File: src/dcache_pkg.sv
// data cache package with geometry constants and the shared packed types
package dcache_pkg;

    // --------------------------------------------------
    // geometry
    // --------------------------------------------------
    localparam int ADDR_W         = 32;
    localparam int DATA_W         = 32;
    localparam int STRB_W         = 4;   // one strobe per byte
    localparam int WORDS_PER_LINE = 4;
    localparam int WORD_SEL_W     = 2;   // word within a line
    localparam int OFFSET_W       = 4;   // byte offset in a line
    localparam int NUM_SETS       = 16;
    localparam int INDEX_W        = 4;
    localparam int TAG_W          = 24;
    localparam int NUM_WAYS       = 2;

    // --------------------------------------------------
    // address and request types
    // --------------------------------------------------
    typedef struct packed {
        logic [TAG_W-1:0]    tag;
        logic [INDEX_W-1:0]  index;
        logic [OFFSET_W-1:0] offset;
    } cache_addr_t;

    typedef logic [WORDS_PER_LINE-1:0][DATA_W-1:0] line_t;

    typedef struct packed {
        logic              write;
        cache_addr_t       addr;
        logic [STRB_W-1:0] strb;
        logic [DATA_W-1:0] wdata;
    } cpu_req_t;

    typedef struct packed {
        logic              write;
        logic [ADDR_W-1:0] addr;   // line base address
        line_t             wdata;  // victim line, writes only
    } mem_req_t;

    // contents of one way at one index
    typedef struct packed {
        logic [TAG_W-1:0] tag;
        logic             valid;
        logic             dirty;
        line_t            line;
    } way_rd_t;

    typedef struct packed {
        logic [INDEX_W-1:0]    index;
        logic [WORD_SEL_W-1:0] word;
        logic [STRB_W-1:0]     data_be;  // byte enables for data
        logic [DATA_W-1:0]     data;
        logic                  meta_we;  // writes tag, valid and dirty
        logic [TAG_W-1:0]      tag;
        logic                  valid;
        logic                  dirty;
    } way_wr_t;

endpackage

File: src/dcache_way_mem.sv
// cache way storage holding tag, valid, dirty and data arrays with a registered read
`timescale 1ns/10ps

module dcache_way_mem
    import dcache_pkg::*;
(
    input  logic               clk,
    input  logic               rst_n,
    input  logic [INDEX_W-1:0] rd_index_i,
    input  way_wr_t            wr_i,
    output way_rd_t            rd_o
);

    logic [TAG_W-1:0]    tag_mem [NUM_SETS];
    line_t               data_mem [NUM_SETS];
    logic [NUM_SETS-1:0] dirty_mem;
    logic [NUM_SETS-1:0] valid_q;

    // --------------------------------------------------
    // valid bits, cleared at reset
    // --------------------------------------------------
    always_ff @(posedge clk or negedge rst_n) begin
        if (!rst_n) begin
            valid_q <= '0;
        end else if (wr_i.meta_we) begin
            valid_q[wr_i.index] <= wr_i.valid;
        end
    end

    // --------------------------------------------------
    // tag, dirty and data arrays
    // --------------------------------------------------
    always_ff @(posedge clk) begin
        if (wr_i.meta_we) begin
            tag_mem[wr_i.index]   <= wr_i.tag;
            dirty_mem[wr_i.index] <= wr_i.dirty;
        end
        // byte lanes of the selected word
        for (int b = 0; b < STRB_W; b++) begin
            if (wr_i.data_be[b]) begin
                data_mem[wr_i.index][wr_i.word][b*8 +: 8] <= wr_i.data[b*8 +: 8];
            end
        end
    end

    // full way read, one cycle after the index
    always_ff @(posedge clk) begin
        rd_o.tag   <= tag_mem[rd_index_i];
        rd_o.valid <= valid_q[rd_index_i];
        rd_o.dirty <= dirty_mem[rd_index_i];
        rd_o.line  <= data_mem[rd_index_i];  // old contents if written this edge
    end

endmodule

File: config.mk
export PLATFORM = sky130hd
export DESIGN_NAME = dcache_way_mem
export DESIGN_NICKNAME = d
export VERILOG_FILES = /design/src/dcache_pkg.sv /design/src/dcache_way_mem.sv
export SDC_FILE = /design/constraint.sdc
export NUM_CORES = 2
export LEC_CHECK = 0
export BUFFER_PORTS_ARGS = -buffer_cell sky130_fd_sc_hd__buf_2
export CAP_MARGIN = 20
export CORE_MARGIN = 2
export CORE_UTILIZATION = 32
export DETAILED_ROUTE_END_ITERATION = 8
export SETUP_SLACK_MARGIN = 0.05
export SLEW_MARGIN = 40
export SYNTH_ARGS = -nofsm -noshare
export SYNTH_HDL_FRONTEND = slang
export SYNTH_SLANG_ARGS = --single-unit
File: constraint.sdc
create_clock -name clk -period 2 [get_ports clk]
set_input_delay 0.3 -clock clk [delete_from_list [all_inputs] [get_ports clk]]
set_output_delay 0.3 -clock clk [all_outputs]
set_load 0.1 [all_outputs]
# [Word-level counts from Yosys, hierarchy flattened]
# Memories as Yosys holds them, arrays and structs flattened. A register that Yosys moved wholly into a read port is not among the register bits.
# Index checks and enable logic that the tools add are counted.
[classes] magnitude_cmp=5 mux=410 n_reduce_logical=2 bitwise=384
[op_table] op="2-to-1 mux 128 bit" count=4
[op_table] op="2-to-1 mux 1 bit" count=393
[op_table] op="OR 1 bit" count=384
[op_table] op="demux 32 bit (select 2 bit)" count=4
[op_table] op="bitwise mux 16 bit" count=2
[op_table] op="2-to-1 mux 32 bit" count=1
[op_table] op="2-to-1 mux 24 bit" count=1
[op_table] op="2-to-1 mux 16 bit" count=1
[op_table] op="less-than comparator 4 x 5 -> 1 bit, second input constant" count=2
[op_table] op="binary-select mux 1 bit (select 4 bit)" count=2
[op_table] op="2-to-1 mux 8 bit" count=1
[op_table] op="demux 1 bit (select 4 bit)" count=1
[op_table] op=">= comparator 4 x 1 -> 1 bit, second input constant" count=1
[op_table] op="less-than comparator 2 x 3 -> 1 bit, second input constant" count=1
[op_table] op=">= comparator 2 x 1 -> 1 bit, second input constant" count=1
[op_table] op="logical AND 1 bit" count=2
[totals] ramBits=2432 ff_bits=34 memories=2
[mem_list] name="data_mem" words=16 width=128 read_ports=1 rd_clocked_by_memory_dff=1 write_ports=1 line="dcache_way_mem.sv:15" text="line_t data_mem [NUM_SETS];"
[mem_list] name="tag_mem" words=16 width=24 read_ports=1 rd_clocked_by_memory_dff=1 write_ports=1 line="dcache_way_mem.sv:14" text="logic [TAG_W-1:0] tag_mem [NUM_SETS];"

# [Longest topological paths before layout]
[logic_depth] word_depth=8 depth_mapped=10 ltp_nobuf=4

# [Worst setup path after synthesis]
# Ideal clock, no wire load.
[synth_timing] kind="input to register" start="input wr_i[67] (netlist name)" end="register valid_q[7]" arrival_time_ns=2.573 t_required_ns=1.875 path_stages=6 setup_slack_ns=-0.697 setup_time_ns=0.125 path_buffers=2 cell_sequence="clkbuf_1 nor2b_1 clkbuf_1 nand3_1 nor2_1 mux2_2"
[synth_via] elab_chain_cells=5
[synth_rtl] item="start: declaration" line="dcache_way_mem.sv:10" text="input way_wr_t wr_i,"
[synth_rtl] item="less-than comparator 4 x 5 -> 1 bit (not written as such) or >= comparator 4 x 1 -> 1 bit (tied branches)" line="dcache_way_mem.sv:26" text="valid_q[wr_i.index] <= wr_i.valid;"
[synth_rtl] item="logical AND 1 bit (not written as such)" line="dcache_way_mem.sv:26"
[synth_rtl] item="2-to-1 mux 1 bit (not written as such)" line="dcache_way_mem.sv:26"
[synth_rtl] item="demux 1 bit (select 4 bit) (*)" line="dcache_way_mem.sv:26"
[synth_rtl] item="bitwise mux 16 bit (*)" line="dcache_way_mem.sv:26"
[synth_rtl] item="end signal: indexed assignment" line="dcache_way_mem.sv:26"
[synth_rtl] item="end: declaration" line="dcache_way_mem.sv:17" text="logic [NUM_SETS-1:0] valid_q;"
# Every way passes the cells marked *; elsewhere a longest branch is shown, timed or not.
# A chain may end at the register's enable or synchronous reset.

# [Final worst setup path]
[layout_timing] start="register rd_o[128] (netlist name)" end="output rd_o[128] (netlist name)"
[layout_lines] item="start: declaration" line="dcache_way_mem.sv:11" text="output way_rd_t rd_o"
# No word-level cell between the ends.

==> results by group <==
Final layout
  • Layout Area Growth over Synthesis: 24.06%
  • Commonest non-fill, non-tap cell in the layout: edfxtp_1
  • Fillers: around 26000
  • Final nets: between 5000 and 6000
  • Most frequent cells in the layout: edfxtp_1 (2448), mux4_2 (686), buf_4 (657)
  • Share of cells above drive strength 1: 0.3957

STA
  • Least-Margin Pin Slew: just over 800 ps
  • Fmax: 525.6 MHz
  • Fin. Hold Viols: 0
  • Final WS setup: around 97 ps
  • Setup_tns: 0 ps
  • Max Slew Vio Count: 0
  • Final Critical Period: approximately 1900 ps
  • Final setup violation count: 0
  • Unrepaired setup endpoints after global routing: false
  • Clock Skews: between 50 and 60 ps
  • Slew HR: 0.4527
  • Period Utilization, post-route: 0.9513

Clock tree
  • Root Driver: clkbuf_16
  • CTS buffer count: 283
  • CTS tree: done
  • Reg clk slew, reported paths: ~60 ps
  • CTS Buffer Depth: 4
  • Skew-Pair Late Insertion Delay: 840 ps
  • H-tree levels: 5
  • Total setup buffers inserted after CTS: 0
  • CTS Sinks: ~2600

Critical path
  • Kind of start point of the critical path: flop
  • Kind of critical path: flop to primary output
  • CP delay by family, top: flip-flops
  • Worst Path Required: around 1700 ps
  • Endpoint type of the worst setup path: primary output
  • Buf/Inv on CP: 1
  • Crit-path cells: buf_6
  • FF-to-FF path depth: 6
  • Max Fanout on Critical Path: 1
  • CP max-delay cell: dfxtp_1
  • R2r setup slk: 230 ps
  • Reg2reg start: data_mem[5][105]
  • Critical path's largest stage delay: 470 ps
  • Critical Path AT: about 1600 ps
  • RR Endpoint: rd_o[105]

Die
  • Site Rows: between 200 and 250
  • Die W: around 560 um
  • Die height: ~560 um
  • Ports: approximately 230
  • Initial Util: 0.3212
  • Core Footprint: 302500 sq um
  • Total die area: a little over 300000 sq um

Routing
  • DRT Pass-1 Iters: 6
  • Mean routed wirelength per cell: 27.53 um
  • Vias: 47450
  • Antenna viol nets, final: 0
  • DR vias/cell: 5.019
  • DRC violations left: 0
  • Routed WL: 260.3 mm
  • DR iter-0 viols: approximately 5000

Synth
  • Post-synth EDFFs: 2448
  • Cell area after synthesis: 97180 sq um
  • Async S/R FF share, synth: 0.006112
  • Post-Syn Nets: approximately 4300
  • #FFs+latches synth: ~2600
  • Syn. warnings: 0
  • Main synth FF type: edfxtp_1
  • Yosys cell types: 28
  • Mean Syn Cell Area: ~23 sq um
  • Synth Instances: between 4000 and 5000
  • Share of the yosys chip area belonging to registers: 0.7923

Global routing
  • Vias in the first global route: 48930
  • Grt ovf: 0
  • Global-route wire length before repair: between 300 and 400 mm
  • Initial antenna violation count: 16
  • GRT Total Usage: 0.1665
  • Largest net degree at the start of global routing: 65

Power and ir drop
  • Design Power: 123500 uW
  • Int Pwr: 95460 uW
  • Pwr Density: 1025 nW/um^2
  • Clock network fraction of total power: 0.428
  • Net switching power: ~28000 uW
  • Peak VDD IR: approximately 0.00072 V
  • Net Sw Frac: 0.2272
  • Sequential share of power: 0.497
  • Pleak: just under 0.04 uW
  • Logic pwr share: 0.075

Placed design
  • Dpl ws: -304.1 ps
  • HPWL after DPL: between 150 and 200 mm
  • I/O Buffers: 228
  • Global placer's final weighted congestion: roughly 0.79

Outcome
  • Run status: complete, no violations

Run
  • Max Cap Viol: 0

Worst hold path
  • Worst Hold Class: primary input to async pin
==> kinds of logic (layout without fill, tap and decap cells) <==
group,Yosys count,count (layout),share of synthesized area
flip-flops,2618,2618,0.7923
buffers and inverters,241,1535,0.01102
AO/OA/AOI/OAI,157,157,0.01025
other,0,5,0
AND/OR/NAND/NOR,365,365,0.01585
multiplexers,797,797,0.1706
==> metal layers <==
metal | global-route usage | part of all wire | vias up
met5 | 0 | 0 | -
met4 | 0.04272 | 0.026 | 0
met3 | 0.02519 | 0.056 | 383
met2 | 0.2802 | 0.50 | 1606
met1 | 0.2257 | 0.42 | 25696
li1 | - | - | 19765
==> cells in the mapped netlist, types with 2 or more instances <==
library cell	instances	area [sq um]
a211oi_1	48	360.4
a21oi_1	66	330.3
buf_1	7	26.28
buf_2	79	395.4
buf_4	4	30.03
buf_6	7	78.83
clkbuf_1	142	533.0
dfrtp_1	16	400.4
dfxtp_1	154	3083
edfxtp_1	2448	73510
mux2_2	16	180.2
mux2i_1	95	950.9
mux4_2	686	15450
nand2_1	19	71.32
nand2b_1	2	12.51
nand3_1	10	50.05
nand3b_1	2	15.01
nor2_1	275	1032
nor2b_1	54	337.8
o21ai_0	7	35.03
o221ai_1	7	61.31
o22ai_1	18	112.6
o32ai_1	11	96.34
==> through the flow <==
stage / hold WS (ps) / std cells / instance area (sq um) / utilization
floorplan: 4.409 / 4178 / 97370 / -
global placement: 224.8 / 8882 / 109900 / 0.3631
detailed placement: 227.7 / 8883 / 109900 / 0.3632
CTS: 15.68 / 9446 / 120500 / 0.3983
global route: 14.80 / 9451 / 120600 / 0.3985
finish: 6.053 / 9455 / 120600 / 0.3985
==> worst max-delay path by stage <==
stage | start | to | slack (ps) | depth (start not counted)
floorplan | wr_i[67] | data_mem[7][0] | -60 | 6
global placement | rd_index_i[0] | rd_o[149] | -330 | 7
detailed placement | rd_index_i[0] | rd_o[134] | -300 | 6
CTS | rd_o[15] | rd_o[15] | 50 | 1
global route | rd_o[86] | rd_o[86] | 50 | 1
finish | rd_o[128] | rd_o[128] | 100 | 1
==> worst min-delay path, delay by kind of cell <==
| family | cells | cell delay (ps) |
|---|---|---|
| buffers and inverters | 3 | 960 |
==> power groups by stage <==
stage | clock network, uW | registers, uW | logic, uW
after floorplan | 0 | 64600 | 2940
after detailed placement | 0 | 62500 | 9000
after global routing | 55900 | 61400 | 9680
final | 52900 | 61400 | 9270
after global placement | 0 | 62500 | 8880
after CTS | 53900 | 61400 | 9390
==> area by class of cell <==
cell class                 count  area, sq um  area share
tap                         3978         4977     0.04128
sequential                  2618        77060      0.6391
inverter                       2        15.01   0.0001245
clock buffer                 380         7821     0.06487
multi-input combinational   1319        19300      0.1601
timing repair buffer        1024         9813     0.08140
antenna                        5        12.51   0.0001038
clock inverter               129         1570     0.01302
==> flip-flops by register name, summed over array words and instances, names as in the netlist <==
name       flops
data_mem    2048
rd_o         154
tag_mem      384
valid_q       16
dirty_mem     16
==> timing repair <==
| action | 4_1_cts | 5_1_grt |
|---|---|---|
| pin swaps | 0 | 0 |
| endpoints found under the hold margin | 1118 | 33 |
| endpoints found under the setup margin | 132 | 2 |
| hold buffers | 54 | 2 |
| gates resized for setup | 250 | 2 |
Power figures use the tool's default switching activity.
