### config.mk
export PLATFORM = sky130hd
export DESIGN_NAME = dcache_ctrl
export DESIGN_NICKNAME = d
export VERILOG_FILES = /design/src/dcache_pkg.sv /design/src/dcache_ctrl.sv
export SDC_FILE = /design/constraint.sdc
export NUM_CORES = 1
export LEC_CHECK = 0
export BUFFER_PORTS_ARGS = -buffer_cell sky130_fd_sc_hd__buf_2
export CORE_AREA = 2 2 274 276
export CTS_CLUSTER_SIZE = 25
export DETAILED_ROUTE_END_ITERATION = 10
export DIE_AREA = 0 0 276 278
export PLACE_DENSITY_LB_ADDON = 0.12
export SYNTH_ARGS = -nofsm -noshare
export SYNTH_HDL_FRONTEND = slang
export SYNTH_SLANG_ARGS = --single-unit
### constraint.sdc
create_clock -name clk -period 18.7 [get_ports clk]
set_clock_uncertainty 0.05 [all_clocks]
set_input_delay 3.74 -clock clk [delete_from_list [all_inputs] [get_ports clk]]
set_output_delay 3.74 -clock clk [all_outputs]
set_load 0.1 [all_outputs]
### src/dcache_pkg.sv
// data cache package with geometry constants and the shared packed types
package dcache_pkg;

    // --------------------------------------------------
    // geometry
    // --------------------------------------------------
    localparam int ADDR_W         = 32;
    localparam int DATA_W         = 32;
    localparam int STRB_W         = 4;   // one strobe per byte
    localparam int WORDS_PER_LINE = 4;
    localparam int WORD_SEL_W     = 2;   // word within a line
    localparam int OFFSET_W       = 4;   // byte offset in a line
    localparam int NUM_SETS       = 16;
    localparam int INDEX_W        = 4;
    localparam int TAG_W          = 24;
    localparam int NUM_WAYS       = 2;

    // --------------------------------------------------
    // address and request types
    // --------------------------------------------------
    typedef struct packed {
        logic [TAG_W-1:0]    tag;
        logic [INDEX_W-1:0]  index;
        logic [OFFSET_W-1:0] offset;
    } cache_addr_t;

    typedef logic [WORDS_PER_LINE-1:0][DATA_W-1:0] line_t;

    typedef struct packed {
        logic              write;
        cache_addr_t       addr;
        logic [STRB_W-1:0] strb;
        logic [DATA_W-1:0] wdata;
    } cpu_req_t;

    typedef struct packed {
        logic              write;
        logic [ADDR_W-1:0] addr;   // line base address
        line_t             wdata;  // victim line, writes only
    } mem_req_t;

    // contents of one way at one index
    typedef struct packed {
        logic [TAG_W-1:0] tag;
        logic             valid;
        logic             dirty;
        line_t            line;
    } way_rd_t;

    typedef struct packed {
        logic [INDEX_W-1:0]    index;
        logic [WORD_SEL_W-1:0] word;
        logic [STRB_W-1:0]     data_be;  // byte enables for data
        logic [DATA_W-1:0]     data;
        logic                  meta_we;  // writes tag, valid and dirty
        logic [TAG_W-1:0]      tag;
        logic                  valid;
        logic                  dirty;
    } way_wr_t;

endpackage

### src/dcache_ctrl.sv
// cache controller FSM with request register, LRU bits, refill counter and array writes
`timescale 1ns/10ps

module dcache_ctrl
    import dcache_pkg::*;
(
    input  logic               clk,
    input  logic               rst_n,
    // cpu side
    input  logic               cpu_req_valid_i,
    input  cpu_req_t           cpu_req_i,
    output logic               cpu_req_ready_o,
    output logic               cpu_rsp_valid_o,
    input  logic               cpu_rsp_ready_i,
    output logic [DATA_W-1:0]  cpu_rdata_o,
    // memory side
    output logic               mem_req_valid_o,
    input  logic               mem_req_ready_i,
    output mem_req_t           mem_req_o,
    input  logic               mem_rdata_valid_i,
    input  logic [DATA_W-1:0]  mem_rdata_i,
    // arrays
    output logic [INDEX_W-1:0] rd_index_o,
    output way_wr_t            way0_wr_o,
    output way_wr_t            way1_wr_o,
    // hit selector
    output cpu_req_t           req_o,
    output logic               lru_o,
    input  logic               hit_i,
    input  logic               hit_way_i,
    input  logic [DATA_W-1:0]  rdata_i,
    input  logic               victim_way_i,
    input  logic               writeback_i,
    input  line_t              victim_line_i,
    input  logic [ADDR_W-1:0]  victim_addr_i
);

    typedef enum logic [2:0] {
        S_IDLE,
        S_RD,
        S_LOOKUP,
        S_WB,
        S_RF_REQ,
        S_REFILL,
        S_REREAD,
        S_RESP
    } state_t;

    state_t                state_q;
    state_t                state_d;
    cpu_req_t              req_q;
    logic [DATA_W-1:0]     rdata_q;
    mem_req_t              mem_req_q;
    logic                  victim_q;   // way being refilled
    logic [WORD_SEL_W-1:0] beat_q;
    logic [NUM_SETS-1:0]   lru_q;
    logic                  last_beat;
    logic [ADDR_W-1:0]     line_base;
    way_wr_t               wr_cmd;
    logic [NUM_WAYS-1:0]   wr_sel;

    assign last_beat = mem_rdata_valid_i && (beat_q == WORD_SEL_W'(WORDS_PER_LINE - 1));
    assign line_base = {req_q.addr.tag, req_q.addr.index, {OFFSET_W{1'b0}}};

    // --------------------------------------------------
    // next state
    // --------------------------------------------------
    always_comb begin
        state_d = state_q;
        case (state_q)
            S_IDLE: begin
                if (cpu_req_valid_i) begin
                    state_d = S_RD;
                end
            end
            S_RD, S_REREAD: begin
                state_d = S_LOOKUP;
            end
            S_LOOKUP: begin
                if (hit_i) begin
                    state_d = S_RESP;
                end else if (writeback_i) begin
                    state_d = S_WB;
                end else begin
                    state_d = S_RF_REQ;
                end
            end
            S_WB: begin
                if (mem_req_ready_i) begin
                    state_d = S_RF_REQ;
                end
            end
            S_RF_REQ: begin
                if (mem_req_ready_i) begin
                    state_d = S_REFILL;
                end
            end
            S_REFILL: begin
                if (last_beat) begin
                    state_d = S_REREAD;  // look up again, now a hit
                end
            end
            S_RESP: begin
                if (cpu_rsp_ready_i) begin
                    state_d = S_IDLE;
                end
            end
            default: begin
                state_d = S_IDLE;
            end
        endcase
    end

    always_ff @(posedge clk or negedge rst_n) begin
        if (!rst_n) begin
            state_q  <= S_IDLE;
            victim_q <= 1'b0;
            beat_q   <= '0;
            lru_q    <= '0;
        end else begin
            state_q <= state_d;
            if (state_q == S_LOOKUP && !hit_i) begin
                victim_q <= victim_way_i;
            end
            if (state_q == S_REFILL && mem_rdata_valid_i) begin
                beat_q <= beat_q + 1'b1;  // wraps after the fourth beat
            end
            // lru points at the way not just used
            if (state_q == S_LOOKUP && hit_i) begin
                lru_q[req_q.addr.index] <= ~hit_way_i;
            end else if (state_q == S_REFILL && last_beat) begin
                lru_q[req_q.addr.index] <= ~victim_q;
            end
        end
    end

    // --------------------------------------------------
    // request, response and memory request registers
    // --------------------------------------------------
    always_ff @(posedge clk) begin
        if (cpu_req_valid_i && cpu_req_ready_o) begin
            req_q <= cpu_req_i;
        end
        if (state_q == S_LOOKUP && hit_i) begin
            rdata_q <= rdata_i;
        end
        if (state_q == S_LOOKUP && !hit_i) begin
            mem_req_q.write <= writeback_i;
            mem_req_q.addr  <= writeback_i ? victim_addr_i : line_base;
            mem_req_q.wdata <= victim_line_i;
        end else if (state_q == S_WB && mem_req_ready_i) begin
            mem_req_q.write <= 1'b0;       // write-back taken, refill read next
            mem_req_q.addr  <= line_base;
        end
    end

    // --------------------------------------------------
    // array write commands
    // --------------------------------------------------
    always_comb begin
        wr_cmd       = '0;
        wr_cmd.index = req_q.addr.index;
        wr_cmd.tag   = req_q.addr.tag;
        wr_cmd.valid = 1'b1;
        wr_sel       = '0;
        if (state_q == S_LOOKUP && hit_i && req_q.write) begin
            wr_cmd.word       = req_q.addr.offset[OFFSET_W-1 -: WORD_SEL_W];
            wr_cmd.data_be    = req_q.strb;
            wr_cmd.data       = req_q.wdata;
            wr_cmd.meta_we    = 1'b1;
            wr_cmd.dirty      = 1'b1;  // store hit dirties the line
            wr_sel[hit_way_i] = 1'b1;
        end else if (state_q == S_REFILL && mem_rdata_valid_i) begin
            wr_cmd.word      = beat_q;
            wr_cmd.data_be   = '1;
            wr_cmd.data      = mem_rdata_i;
            wr_cmd.meta_we   = last_beat;  // tag goes in with the last word, clean
            wr_sel[victim_q] = 1'b1;
        end
    end

    function automatic way_wr_t gate_wr(way_wr_t cmd, logic en);
        way_wr_t g;
        g = cmd;
        if (!en) begin
            g.data_be = '0;
            g.meta_we = 1'b0;
        end
        return g;
    endfunction

    assign way0_wr_o = gate_wr(wr_cmd, wr_sel[0]);
    assign way1_wr_o = gate_wr(wr_cmd, wr_sel[1]);

    // outputs
    assign cpu_req_ready_o = (state_q == S_IDLE);
    assign cpu_rsp_valid_o = (state_q == S_RESP);
    assign cpu_rdata_o     = rdata_q;
    assign mem_req_valid_o = (state_q == S_WB) || (state_q == S_RF_REQ);
    assign mem_req_o       = mem_req_q;
    assign rd_index_o      = req_q.addr.index;
    assign req_o           = req_q;
    assign lru_o           = lru_q[req_q.addr.index];

endmodule

# Yosys cells after proc, flatten, opt, wreduce, memory -nomap -nowiden
# Index checks and enable logic that the tools add are counted.
word_totals:
  elab_cells: 89
  in_bits: 303
  ff_bits: 284
  output_inout_bits: 408
classes:
  add_sub_neg: 1
  mux: 32
  bitwise: 2
  eq_ne: 13
  reduce_logical: 18
  n_lt_le_gt_ge: 6
ops:
  columns: ["op", "n"]
  rows:
  - ["39-bit 2-to-1 mux", 2]
  - ["33-bit 2-to-1 mux", 2]
  - ["16-bit bitwise mux", 2]
  - ["16-bit 2-to-1 mux", 2]
  - ["32-bit 2-to-1 mux", 1]
  - ["3-bit 2-to-1 mux", 7]
  - ["3-bit case mux with 7 select lines", 1]
  - ["3-bit equality test, second input constant", 4]
  - ["1-bit logical AND", 11]
  - ["4-bit 2-to-1 mux", 2]
  - ["2-bit inequality test, second input constant", 4]
  - ["1-bit 2-to-1 mux", 7]
  - ["3-bit by 2-bit equality test with 1-bit output, second input constant", 2]
  - ["4-bit by 5-bit less-than comparator with 1-bit output, second input constant", 1]
  - ["5-bit AND reduction", 1]
  - ["1-bit binary-select mux with 4-bit select", 1]
  - ["1-bit demux with 4-bit select", 1]
  - ["4-bit by 1-bit greater-or-equal comparator with 1-bit output, second input constant", 1]
  - ["1-bit by 2-bit less-than comparator with 1-bit output, second input constant", 2]
  - ["2-bit 2-to-1 mux", 2]
  - ["2-bit nonzero test", 2]
  - ["3-bit by 1-bit equality test with 1-bit output, second input constant", 1]
  - ["3-bit logical NOT", 1]
  - ["2-bit by 1-bit adder with 2-bit output, second input constant", 1]
  - ["8 further kinds", 11]

# Longest topological paths before layout
logic_depth:
  depth_word: 7
  depth_mapped: 6
  mapped_depth_nobuf: 4

# Worst setup path before layout
# Ideal clock, no wire load.
synth_timing:
  path_type: "in2reg"
  start: "in hit_i"
  end: "reg mem_req_q (netlist bit mem_req_o[136]) (data pin)"
  required_time_ps: 18387
  arrival_time_ps: 12160
  stages: 5
  setup_time_ps: 263
  setup_slack_ps: 6227
  n_path_buf: 2
  path_cell_list: "nor4b_2 and2_1 buf_4 buf_4 mux2_1"
synth_between:
  elab_chain_len: 3
synth_rtl:
  columns: ["item", "line", "text"]
  rows:
  - ["start, declared", "dcache_ctrl.sv:29", "input logic hit_i,"]
  - ["1-bit logical NOT", "dcache_ctrl.sv:147", "if (state_q == S_LOOKUP && !hit_i) begin"]
  - ["1-bit logical AND", "dcache_ctrl.sv:147", null]
  - ["33-bit 2-to-1 mux", "dcache_ctrl.sv:147", null]
  - ["end, declared", "dcache_ctrl.sv:53", "mem_req_t mem_req_q;"]
# Every way passes these cells.
# A chain may end at the register's enable or synchronous reset.

==> key figures <==
Worst setup path
  – Launching point of the worst reg2reg path: state_q[0]
  – Critical Path RT: 14.91 ns
  – R2R Setup Slk: 15.72 ns
  – CP Launch Type: input pin
  – CP Data Arrival Time: 6.30 ns
  – Crit path kind: in2out
  – CP max stage delay: 0.51 ns
  – Crit-path slowest cell: buf_2
  – Max FO, Critical Path: 36
  – Worst setup EP type: output pin
  – Top delay family on crit path: buffers and inverters
  – CP startpoint: hit_i
  – Buf/Inv on CP: 4
  – Crit path cell chain: buf_2, and4bb_2, buf_4, and2_2, buf_4, a22o_1, buf_2

Power
  – Net Sw Frac: 47.91%
  – Flop pwr share: 32.7%
  – Pwr dens: 164.3 nW/um2
  – Psw: 1250 uW
  – Clock network fraction of design power: 27.1%
  – Static Leakage: 0.006759 uW
  – Int Power: 1359 uW
  – Comb pwr share: 40.3%
  – Peak supply drop: 0.08011 mV

Place
  – GP Congestion: 0.7799
  – Cells after DPL: 2146
  – Placed Area: 14710 um2
  – Port Buf Inserts: 708
  – DP Wirelength: 36080 um

Yosys
  – Top-count cell post-synth: edfxtp_1
  – Mapped Cells: 578
  – Post-synthesis cell area: 10690 um2
  – Top cells by area, synth: edfxtp_1 (74%), buf_4 (7.0%), dfrtp_1 (5.2%)
  – Compound-Gate Fraction of Synth Area: 4.004%
  – Synth Flop Type: edfxtp_1
  – Top post-synthesis cells by count: edfxtp_1 (262), buf_4 (100), mux2_1 (40)
  – Post-synthesis cell type count: 41
  – Synth warn: 0
  – Largest area contributor in the netlist: edfxtp_1
  – Post-synthesis sequential area ratio: 78.76%
  – Simple-Gate Fraction of Synth Area: 3.395%
  – Fraction of synthesized area in multiplexers: 5.783%
  – Post-synth EDFFs: 262
  – Synth Area in Adders: 0.1171%
  – Async S/R FF share, synth: 7.746%
  – #FFs+latches synth: 284
  – Post-synth top area share: 73.61%
  – Syn avg cell area: 18.49 um2
  – XOR/XNOR Fraction of Synth Area: 0.08195%
  – Main combinational cell family by area after synthesis: buffers and inverters

Clocking
  – CTS buffer count: 39
  – CTS Sinks: 284
  – Worst skew pair latency: 0.54 ns
  – Maximum clock path buffer count: 3
  – Post-CTS Setup Inserts: 0
  – Clk slew on worst S/H paths: 0.05 ns
  – Root Driver: clkbuf_16
  – Post-cts gate resize count: 0
  – CTS tree: done
  – CTS Hold Buffers Added: 0
  – H-tree depth: 2

Global route
  – Largest net degree at the start of global routing: 134
  – Initial antenna violation count: 6
  – First-pass GRT wire length: 62470 um
  – Tot GR Track Use: 11.52%
  – Vias in the first global route: 8115
  – Grt total ovfl: 0

Detailed routing
  – Met1 WL: 16370 um
  – First-pass DRT Iterations: 7
  – Via count: 7540
  – Drt total wl: 46040 um
  – Drt drc: 20
  – Wire per inst: 20.78 um
  – DR vias/cell: 3.404
  – Top Layer Used: met5
  – Post-DRT Antenna Nets: 0
  – Met2 WL post-DR: 23280 um
  – Metal3 WL: 5005 um
  – Iter 0 DRT Violations: 316

Floorplan
  – DIE HEIGHT: 278 um
  – Rows: 100
  – Core ar.: 73820 um2
  – Ports: 711
  – Initial Util: 14.48%
  – Die area: 76730 um2
  – Die W: 276 um

STA
  – Setup TNS: 0 ns
  – Final hold violations: 0
  – Fmax achieved: 99.07 MHz
  – Final period utilization: 53.98%
  – Max Slew Vio Count: 0
  – Pin slew with the least headroom to its limit: 0.9767 ns
  – RSZ-0062 raised after global routing: false
  – Final setup fails: 0
  – Slew HR: 34.89%
  – Min cycle time layout: 10.09 ns

Finish
  – Fin util: 21.52%
  – Nets: 1522
  – Layout area overhead: 48.64%
  – Final Cell Area: 15890 um2
  – Share of cells above drive strength 1: 63.13%
  – Fillers: 8003
  – Final non-filler cell total: 2215

Worst hold path
  – Hold crit path type: reg2reg
  – Hold Startpoint: lru_q[5]

Status
  – Failing checks: design-rule violations
  – Run status: finished with violations

Flow run
  – Max-cap violations: 0
-- cell families (layout without fill, tap and decap cells) --
group | after synthesis | count (layout)
AND/OR/NAND/NOR | 66 | 66
buffers and inverters | 119 | 785
flip-flops | 284 | 284
other | 1 | 3
AO/OA/AOI/OAI | 55 | 55
XOR/XNOR | 1 | 1
multiplexers | 51 | 51
adder cells (fa/ha/maj) | 1 | 1
-- worst reg2reg max path: cells and delay by family (launching register included) --
family	cells	cell delay, ns
simple gates	2	0.99
flops	1	0.70
buf+inv	1	0.52
mux	1	0.35
compound gates	1	0.26
-- stage by stage --
step | power [uW] | setup WS, ns | hold WS, ns
floorplan | 1746 | 6.227 | 0.4024
global placement | 1933 | 8.525 | 0.4152
detailed placement | 1931 | 8.523 | 0.4264
CTS | 2663 | 8.514 | 0.4384
global route | 2713 | 8.422 | 0.4562
finish | 2609 | 8.606 | 0.4339
-- cell type report --
| class | instances | area [um2] | area share, % |
|---|---|---|---|
| flip-flops and latches | 284 | 8418 | 52.99 |
| repair buffers | 716 | 3616 | 22.76 |
| multi-input cells | 176 | 1456 | 9.168 |
| well taps | 969 | 1212 | 7.632 |
| clock buffers | 50 | 1027 | 6.466 |
| clock inverters | 18 | 150.1 | 0.9451 |
| inverters | 1 | 3.754 | 0.02363 |
| diodes | 1 | 2.502 | 0.01575 |
-- layer usage --
layer  GRT usage [%]  up-vias
met5               0        -
li1                -     3413
met4           3.951        8
met3           5.608       69
met2           20.13      389
met1           12.04     3661
-- flip-flops by register name, indices dropped and copies added, names as in the netlist --
register     cells
beat_q           2
rd_index_o       4
state_q          3
lru_q           16
mem_req_o      161
req_o           65
cpu_rdata_o     32
victim_q         1
-- power groups by stage --
stage	registers [uW]	logic (uW)	clock network, uW
finish	853	1050	707
global route	865	1090	761
CTS	854	1070	743
detailed placement	866	1070	0
global placement	866	1070	0
floorplan	1260	488	0
-- layout by cell type, fill, tap and decap left out, types with 7 or more instances in the layout --
cell type | netlist | routed
buf_4 | 100 | 7
edfxtp_1 | 262 | 262
buf_2 | 5 | 708
a22o_1 | 34 | 34
nand2b_1 | 8 | 8
clkbuf_16 | 0 | 39
dfrtp_1 | 22 | 22
nand2_1 | 7 | 7
mux2_1 | 40 | 40
nor2_1 | 16 | 16
clkbuf_1 | 11 | 10
-- path summary, 6_finish.rpt --
path,endpoint,cells past startpoint
min reg2reg,lru_q[5],1
min in group asynchronous,victim_q,1
min,lru_q[5],1
max in group asynchronous,state_q[1],1
max,way1_wr_o[51],7
max reg2reg,lru_q[1],5
(Power assumes the default switching activity.)
