`src/dcache_pkg.sv`:
```
// data cache package with geometry constants and the shared packed types
package dcache_pkg;

    // --------------------------------------------------
    // geometry
    // --------------------------------------------------
    localparam int ADDR_W         = 32;
    localparam int DATA_W         = 32;
    localparam int STRB_W         = 4;   // one strobe per byte
    localparam int WORDS_PER_LINE = 4;
    localparam int WORD_SEL_W     = 2;   // word within a line
    localparam int OFFSET_W       = 4;   // byte offset in a line
    localparam int NUM_SETS       = 16;
    localparam int INDEX_W        = 4;
    localparam int TAG_W          = 24;
    localparam int NUM_WAYS       = 2;

    // --------------------------------------------------
    // address and request types
    // --------------------------------------------------
    typedef struct packed {
        logic [TAG_W-1:0]    tag;
        logic [INDEX_W-1:0]  index;
        logic [OFFSET_W-1:0] offset;
    } cache_addr_t;

    typedef logic [WORDS_PER_LINE-1:0][DATA_W-1:0] line_t;

    typedef struct packed {
        logic              write;
        cache_addr_t       addr;
        logic [STRB_W-1:0] strb;
        logic [DATA_W-1:0] wdata;
    } cpu_req_t;

    typedef struct packed {
        logic              write;
        logic [ADDR_W-1:0] addr;   // line base address
        line_t             wdata;  // victim line, writes only
    } mem_req_t;

    // contents of one way at one index
    typedef struct packed {
        logic [TAG_W-1:0] tag;
        logic             valid;
        logic             dirty;
        line_t            line;
    } way_rd_t;

    typedef struct packed {
        logic [INDEX_W-1:0]    index;
        logic [WORD_SEL_W-1:0] word;
        logic [STRB_W-1:0]     data_be;  // byte enables for data
        logic [DATA_W-1:0]     data;
        logic                  meta_we;  // writes tag, valid and dirty
        logic [TAG_W-1:0]      tag;
        logic                  valid;
        logic                  dirty;
    } way_wr_t;

endpackage

```
`src/dcache_hit_select.sv`:
```
// hit detection, word select, store merge and victim choice for the two ways
`timescale 1ns/10ps

module dcache_hit_select
    import dcache_pkg::*;
(
    input  cpu_req_t           req_i,
    input  way_rd_t            way0_i,
    input  way_rd_t            way1_i,
    input  logic               lru_i,
    output logic               hit_o,
    output logic               hit_way_o,
    output logic [DATA_W-1:0]  rdata_o,
    output logic               victim_way_o,
    output logic               writeback_o,
    output line_t              victim_line_o,
    output logic [ADDR_W-1:0]  victim_addr_o
);

    logic        hit0;
    logic        hit1;
    line_t       hit_line;
    logic [DATA_W-1:0] word;
    way_rd_t     victim;
    cache_addr_t vaddr;

    // --------------------------------------------------
    // tag compare and word select
    // --------------------------------------------------
    assign hit0      = way0_i.valid && (way0_i.tag == req_i.addr.tag);
    assign hit1      = way1_i.valid && (way1_i.tag == req_i.addr.tag);
    assign hit_o     = hit0 || hit1;
    assign hit_way_o = hit1;

    assign hit_line = hit1 ? way1_i.line : way0_i.line;
    assign word     = hit_line[req_i.addr.offset[OFFSET_W-1 -: WORD_SEL_W]];

    // store bytes replace the old ones under the strobes
    always_comb begin
        rdata_o = word;
        if (req_i.write) begin
            for (int b = 0; b < STRB_W; b++) begin
                if (req_i.strb[b]) begin
                    rdata_o[b*8 +: 8] = req_i.wdata[b*8 +: 8];
                end
            end
        end
    end

    // --------------------------------------------------
    // replacement
    // --------------------------------------------------
    always_comb begin
        if (!way0_i.valid) begin
            victim_way_o = 1'b0;
        end else if (!way1_i.valid) begin
            victim_way_o = 1'b1;
        end else begin
            victim_way_o = lru_i;  // both valid, follow lru
        end
    end

    assign victim        = victim_way_o ? way1_i : way0_i;
    assign writeback_o   = victim.valid && victim.dirty;
    assign victim_line_o = victim.line;

    // line base of the victim
    always_comb begin
        vaddr.tag     = victim.tag;
        vaddr.index   = req_i.addr.index;
        vaddr.offset  = '0;
        victim_addr_o = vaddr;
    end

endmodule

```
`config.mk`:
```
export PLATFORM = sky130hd
export DESIGN_NAME = dcache_hit_select
export DESIGN_NICKNAME = d
export VERILOG_FILES = /design/src/dcache_pkg.sv /design/src/dcache_hit_select.sv
export SDC_FILE = /design/constraint.sdc
export NUM_CORES = 1
export LEC_CHECK = 0
export ABC_AREA = 0
export BUFFER_PORTS_ARGS = -buffer_cell sky130_fd_sc_hd__buf_2
export CAP_MARGIN = 20
export CELL_PAD_IN_SITES_DETAIL_PLACEMENT = 0
export CELL_PAD_IN_SITES_GLOBAL_PLACEMENT = 2
export CORE_AREA = 4 4 223 225
export DETAILED_ROUTE_END_ITERATION = 8
export DIE_AREA = 0 0 227 229
export PLACE_DENSITY_LB_ADDON = 0.1
export SLEW_MARGIN = 30
export SYNTH_ARGS = -nofsm -noshare
export SYNTH_HDL_FRONTEND = slang
export SYNTH_SLANG_ARGS = --single-unit
export TNS_END_PERCENT = 50
```
`constraint.sdc`:
```
create_clock -name vclk -period 2
set_input_delay 0.2 -clock vclk [all_inputs]
set_output_delay 0.2 -clock vclk [all_outputs]
set_load 0.01 [all_outputs]
```
# Word-level counts from Yosys, hierarchy flattened
# Cells that the tools add are included.
[totals]
ff_bits = 0
input_bits = 378
out_inout_bits = 196
[classes]
magnitude_cmp = 1
eq_ne = 2
muxes = 11
n_reduce_logical = 4
[ops]
columns = ["operator", "count"]
rows = [
  ["154-bit two-way mux", 1],
  ["128-bit two-way mux", 1],
  ["32-bit binary-select mux with 2-bit select", 1],
  ["32-bit two-way mux", 2],
  ["24-bit == test", 2],
  ["8-bit two-way mux", 4],
  ["1-bit logical AND", 3],
  ["2-bit by 3-bit less-than comparator with 1-bit output, second input constant", 1],
  ["1-bit two-way mux", 2],
  ["1-bit logical OR", 1],
]

# Depth between registers and ports, before layout
# Gate-level depths: netlist of run 1.
[depth]
word_depth = 7
mapped_depth = 11
depth_no_buf = 8

# Worst setup path before layout of run 1
# No wires, ideal clock.
[synth_path]
path_kind = "input-to-output"
startpoint = "input way1_i[145] (netlist bit)"
endpoint = "output rdata_o[22]"
arrival_ps = 1984
slack_ps = -184
path_stages = 11
path_buffers = 3
path_cell_list = "xnor2_1 nand4_1 nor4_1 nand3_1 inv_2 buf_6 buf_4 buf_2 nand2_1 and3_1 o41ai_2"
[synth_via]
elab_chain_cells = 7
[synth_lines]
columns = ["element", "line_no", "text"]
rows = [
  ["from (decl)", "dcache_hit_select.sv:9", "input way_rd_t way1_i,"],
  ["24-bit == test *", "dcache_hit_select.sv:31", "assign hit1 = way1_i.valid && (way1_i.tag == req_i.addr.tag);"],
  ["1-bit logical AND *", "dcache_hit_select.sv:31", ""],
  ["via hit_way_o", "dcache_hit_select.sv:12", "output logic hit_way_o,"],
  ["128-bit two-way mux *", "dcache_hit_select.sv:35", "assign hit_line = hit1 ? way1_i.line : way0_i.line;"],
  ["32-bit binary-select mux with 2-bit select *", "dcache_hit_select.sv:36", "assign word = hit_line[req_i.addr.offset[OFFSET_W-1 -: WORD_SEL_W]];"],
  ["32-bit two-way mux (not written as such) *", "dcache_hit_select.sv:36", ""],
  ["8-bit two-way mux", "dcache_hit_select.sv:43", "if (req_i.strb[b]) begin"],
  ["32-bit two-way mux *", "dcache_hit_select.sv:41", "if (req_i.write) begin"],
  ["to (decl)", "dcache_hit_select.sv:13", "output logic [DATA_W-1:0] rdata_o,"],
]
# The timed path passes the listed nets; every way through them passes the cells marked *. The select of a mux whose other input is x is not followed.

# Final worst setup path of run 1
[layout_path]
startpoint = "input req_i[63] (netlist bit)"
endpoint = "output rdata_o[23]"
[layout_via]
elab_chain_cells = 7
[layout_lines]
columns = ["element", "line_no", "text"]
rows = [
  ["from (decl)", "dcache_hit_select.sv:7", "input cpu_req_t req_i,"],
  ["24-bit == test *", "dcache_hit_select.sv:31", ""],
  ["1-bit logical AND *", "dcache_hit_select.sv:31", ""],
  ["128-bit two-way mux *", "dcache_hit_select.sv:35", ""],
  ["32-bit binary-select mux with 2-bit select *", "dcache_hit_select.sv:36", ""],
  ["32-bit two-way mux (not written as such) *", "dcache_hit_select.sv:36", ""],
  ["8-bit two-way mux", "dcache_hit_select.sv:43", ""],
  ["32-bit two-way mux *", "dcache_hit_select.sv:41", ""],
]
# Mark *: on every way between the ends. The rest lies on a longest branch, timed or not. The select of a mux whose other input is x is not followed.

==> results of run 1 <==
==> layout make-up <==
type | instances | area, um^2
Timing Repair inverter | 1 | 30.0
Multi-Input combinational cell | 892 | 5530
Fill cell | 5530 | 37000
Inverter | 3 | 26.3
Tap cell | 615 | 769
Antenna cell | 16 | 40.0
Timing Repair Buffer | 655 | 4140
==> power groups by stage <==
| stage | Clock [mW] | Combinational [mW] | Sequential (mW) |
|---|---|---|---|
| after floorplan | 0 | 1.08 | 0 |
| final | 0.00000107 | 2.37 | 0 |
| after detailed placement | 0 | 2.35 | 0 |
| after CTS | 0 | 2.42 | 0 |
| after global routing | 0.000000870 | 2.60 | 0 |
| after global placement | 0 | 2.35 | 0 |
==> through the flow <==
step                instance area, um^2   util  setup TNS, ns  std cells  total power, mW
floorplan                          5590      -          -1.73        977             1.08
finish                            10500  0.222         -17.53       2182             2.37
global route                      10500  0.221         -21.36       2179             2.60
CTS                               10400  0.219         -20.10       2164             2.42
detailed placement                 9660  0.203         -26.93       2142             2.35
global placement                   9590  0.202         -25.78       2139             2.35
==> critical path, stage by stage <==
cell     delay (ns)
buf_8          0.11
xnor2_4        0.15
nand4_1        0.13
nor4_2         0.28
buf_4          0.16
nand3_4        0.13
inv_12         0.13
buf_6          0.19
buf_4          0.16
nand2_1        0.05
and3_1         0.20
o41ai_4        0.32
buf_2          0.20
==> logic make-up after synthesis <==
kind of cell,synth area share
buffers and inverters,0.0778
AO/OA/AOI/OAI,0.157
other,0.000727
XOR/XNOR,0.0815
AND/OR/NAND/NOR,0.557
multiplexers,0.126
==> worst min path at each step <==
stage                          from                to  slack (ns)
after floorplan           req_i[40]  victim_addr_o[4]        0.49
after global placement    req_i[42]  victim_addr_o[6]        0.40
after detailed placement  req_i[42]  victim_addr_o[6]        0.40
after CTS                 req_i[42]  victim_addr_o[6]        0.40
after global routing      req_i[40]  victim_addr_o[4]        0.40
final                     req_i[40]  victim_addr_o[4]        0.40
==> placed cells by master, fill, tap and decap left out, types with 7 or more instances in the layout <==
master and count:
nand2_1 605, buf_2 544, mux2i_1 62, buf_4 50, and3_4 39, a22o_1 31
buf_12 30, o41ai_4 29, and3_1 25, buf_6 20, xnor2_1 19, xor2_1 18
diode_2 16, nand2_2 12, xnor2_2 8, nand4_1 8, buf_8 7
==> routing by layer <==
layer	wire, um	GRT usage	up-vias
li1	-	-	4360
met1	17300	0.181	3993
met2	22500	0.287	295
met3	2900	0.0342	42
met4	834	0.0287	14
met5	84	0	-
==> timing repair <==
action                     in CTS  in global routing
pin swaps                      58                 16
cloned                          5                  1
setup endpoints to repair      34                 34
resized for setup             100                 26
setup buffers                  17                  5
==> flow_metrics.env, run 1 <==
export IMPL_critPathLaunchType="input port"
export IMPL_peakVddDrop_uv=86.2
export IMPL_p_seq_frac=0
export IMPL_drive_above_1_share=0.493
export IMPL_yosysWarnings=0
export IMPL_drt_initial_drc_count=265
export IMPL_synth_largest_area_cell="nand2_1"
export IMPL_p_switching_mw=1.28
export IMPL_nets=1931
export IMPL_p_leak_nw=5.67
export IMPL_grt_start_max_net_pins=78
export IMPL_netlist_instances=974
export IMPL_status="finished, violations left"
export IMPL_register_area_um2=0
export IMPL_timing_fmax_mhz=381
export IMPL_power_share_clock=0
export IMPL_worst_pin_slew_ns=0.503
export IMPL_synth_common_cells="nand2_1 (618), mux2i_1 (65), and3_1 (64), clkbuf_1 (52)"
export IMPL_hold_viol=0
export IMPL_path_max_fanout=8
export IMPL_die_w_um=227
export IMPL_hold_depth=0
export IMPL_period_needed_ns=2.63
export IMPL_cp_arrival_ns=2.43
export IMPL_cp_required_ns=1.80
export IMPL_clkbuf_count=0
export IMPL_dp_slack_ns=-0.904
export IMPL_design_seq_count=0
export IMPL_vias=8704
export IMPL_wire_per_inst_um=20.0
export IMPL_grt_pass1_wl_um=60800
export IMPL_drt_vias_per_instance=3.99
export IMPL_setup_violations=33
export IMPL_portBuffers=560
export IMPL_crit_end="rdata_o[23]"
export IMPL_hpwl_um=36000
export IMPL_p_comb_frac=1.000
export IMPL_start_util=0.109
export IMPL_crit_path_end_kind="output port"
export IMPL_netlist_top_cells_area="nand2_1 (45%), mux2i_1 (13%), o41ai_2 (10%)"
export IMPL_routed_wl_um=43600
export IMPL_violations="setup timing"
export IMPL_internal_power_mw=1.10
export IMPL_area_growth_pct=104
export IMPL_syn_area_um2=5160
export IMPL_drc=0
export IMPL_fin_crit_sh=1.31
export IMPL_antenna_found_initial=20
export IMPL_p_per_area_nw_per_um2=225
export IMPL_crit_type="input port to output port"
export IMPL_startpoint="req_i[63]"
export IMPL_grt_pass1_vias=8808
export IMPL_rsz0062_at_grt="true"
export IMPL_cap_violations=0
export IMPL_die_h_um=229
export IMPL_core_area_um2=47500
export IMPL_postCtsHoldBufs=0
export IMPL_synth_top_area_frac=0.449
export IMPL_place_gp_congestion=0.798
export IMPL_grt_ovfl_total=0
export IMPL_hold_worst_slack_ns=0.400
export IMPL_p_sw_frac=0.538
export IMPL_setup_slack_ns=-0.626
export IMPL_ant_nets=0
export IMPL_grt_usage=0.154
export IMPL_slew_headroom=0.664
export IMPL_hold_class="input port to output port"
export IMPL_drt_pass1_iter_count=4
export IMPL_synth_seq_area_share=0
export IMPL_yosysMostFrequentCell="nand2_1"
export IMPL_syn_area_per_cell_um2=5.30
export IMPL_ios=574
export IMPL_dieArea_um2=52000
export IMPL_final_max_slew_violation_count=0
export IMPL_rows=80
export IMPL_synth_distinct_cells=24
Note: power is estimated with default switching activity, not from simulation.
==> inputs of run 2 (changes only) <==
--- a/config.mk
+++ b/config.mk
@@ -14,6 +14,7 @@
 export DETAILED_ROUTE_END_ITERATION = 8
 export DIE_AREA = 0 0 227 229
 export PLACE_DENSITY_LB_ADDON = 0.1
+export SETUP_SLACK_MARGIN = 0.1
 export SLEW_MARGIN = 30
 export SYNTH_ARGS = -nofsm -noshare
 export SYNTH_HDL_FRONTEND = slang
==> run 2 against run 1 <==
Total power barely moved. Routed wire length rose by 0.22%. Die area did not move. First-iteration DRC count rose by 2.6%. Sequential share of layout area did not move. Worst setup slack got worse by 0.028 ns. Highest routed layer unchanged. The flow still finishes with violations (setup timing). Cell area rose by 1.1%. Largest power group unchanged. Critical path type unchanged.
==> flow_metrics.env, run 2 (synthesized netlist as in run 1, its figures left out) <==
export IMPL_finalNonFillerCells=2190
export IMPL_final_max_slew_violation_count=0
export IMPL_drc=0
export IMPL_dieArea_um2=52000
export IMPL_register_area_um2=0
export IMPL_place_inst=2142
export IMPL_critPathLaunchType="input port"
export IMPL_p_switching_mw=1.28
export IMPL_p_comb_frac=1.000
export IMPL_setup_slack_ns=-0.655
export IMPL_hold_class="input port to output port"
export IMPL_worst_pin_slew_ns=0.504
export IMPL_layout_common_cells="nand2_1 (608), buf_2 (544), mux2i_1 (61)"
export IMPL_antenna_found_initial=20
export IMPL_rsz0062_at_grt="true"
export IMPL_fin_crit_sh=1.33
export IMPL_violations="setup timing"
export IMPL_path_max_fanout=7
export IMPL_die_h_um=229
export IMPL_timing_fmax_mhz=377
export IMPL_drt_pass1_iter_count=4
export IMPL_cp_common_cell="buf_12"
export IMPL_status="finished, violations left"
export IMPL_p_leak_nw=5.74
export IMPL_postCtsHoldBufs=0
export IMPL_hold_viol=0
export IMPL_setup_violations=33
export IMPL_hpwl_um=36000
export IMPL_grt_start_max_net_pins=78
export IMPL_drive_above_1_share=0.494
export IMPL_die_w_um=227
export IMPL_crit_path_end_kind="output port"
export IMPL_routed_wl_um=43700
export IMPL_clkbuf_count=0
export IMPL_area_growth_pct=106
export IMPL_cp_required_ns=1.80
export IMPL_portBuffers=560
export IMPL_power_share_clock=0
export IMPL_slew_headroom=0.663
export IMPL_crit_type="input port to output port"
export IMPL_p_per_area_nw_per_um2=223
export IMPL_p_sw_frac=0.538
export IMPL_core_area_um2=47500
export IMPL_final_common_cell="nand2_1"
export IMPL_final_core_util=0.224
export IMPL_vias=8733
export IMPL_rows=80
export IMPL_internal_power_mw=1.10
export IMPL_place_gp_congestion=0.798
export IMPL_cpPeakStageDelay_ns=0.28
export IMPL_ant_nets=0
export IMPL_drt_vias_per_instance=3.99
export IMPL_crit_slowest_cell="nor4_2"
export IMPL_wire_per_inst_um=20.0
export IMPL_grt_pass1_wl_um=60800
export IMPL_period_needed_ns=2.65
export IMPL_design_seq_count=0
export IMPL_start_util=0.109
export IMPL_peakVddDrop_uv=86.8
export IMPL_cp_cell_sequence="buf_8 > xnor2_4 > nand4_1 > nor4_2 > buf_4 > nand3_4 > inv_12 > buf_12 > buf_12 > buf_12 > buf_6 > mux2i_1 > a22o_1 > o41ai_4 > buf_2"
export IMPL_grt_ovfl_total=0
export IMPL_grt_usage=0.154
export IMPL_cap_violations=0
export IMPL_nets=1941
export IMPL_drt_initial_drc_count=272
export IMPL_grt_pass1_vias=8808
export IMPL_ios=574
export IMPL_p_seq_frac=0
export IMPL_cp_arrival_ns=2.45
==> run 2: cell type report <==
type,instances,area [um^2]
fill,5532,36900
multi-input combinational,892,5520
timing repair buffer,665,4280
tap,615,769
antenna,14,35.0
timing repair inverter,1,30.0
inverter,3,26.3
==> run 2: through the flow <==
stage          cell area, um^2  TNS (ns)  hold slack, ns  worst slack, ns  power [mW]
6_report                 10700    -18.94           0.400           -0.655        2.37
4_1_cts                  10400    -20.10           0.400           -0.724        2.42
2_1_floorplan             5590     -1.73           0.492          -0.0876        1.08
3_5_place_dp              9660    -26.93           0.400           -0.904        2.35
5_1_grt                  10600    -22.75           0.400           -0.787        2.60
3_3_place_gp              9590    -25.78           0.400           -0.862        2.35
==> run 2: worst paths after layout <==
| kind | end | startpoint | cells past startpoint |
|---|---|---|---|
| max | rdata_o[13] | req_i[63] | 15 |
| min | victim_addr_o[4] | req_i[40] | 0 |
==> run 2: routing by layer <==
layer	vias up	part of all wire	wire [um]	track usage
li1	4374	-	-	-
met1	4010	0.40	17300	0.181
met2	293	0.52	22600	0.287
met3	42	0.066	2900	0.0342
met4	14	0.019	839	0.0287
met5	-	0.0019	84	0
==> run 2: repair_timing <==
action / 4_1_cts / 5_1_grt
cloned: 5 / 1
pin swaps: 58 / 14
gates resized for setup: 100 / 21
endpoints found under the hold margin: 0 / 0
setup buffers: 17 / 12
setup endpoints to repair: 34 / 34
==> run 2: critical path, delay by kind of cell <==
family                    cells  cell delay, ns
muxes                         1            0.07
xor gates and xnor gates      1            0.15
buffers and inverters         8            1.00
and+or+nand+nor               3            0.52
AOI/OAI and AO/OA             2            0.50
==> run 2: power by group through the flow <==
| stage | logic, mW | clock network, mW | registers [mW] |
|---|---|---|---|
| after global placement | 2.35 | 0 | 0 |
| after global routing | 2.60 | 0.000000870 | 0 |
| after detailed placement | 2.35 | 0 | 0 |
| final | 2.37 | 0.000000937 | 0 |
| after CTS | 2.42 | 0 | 0 |
| after floorplan | 1.08 | 0 | 0 |
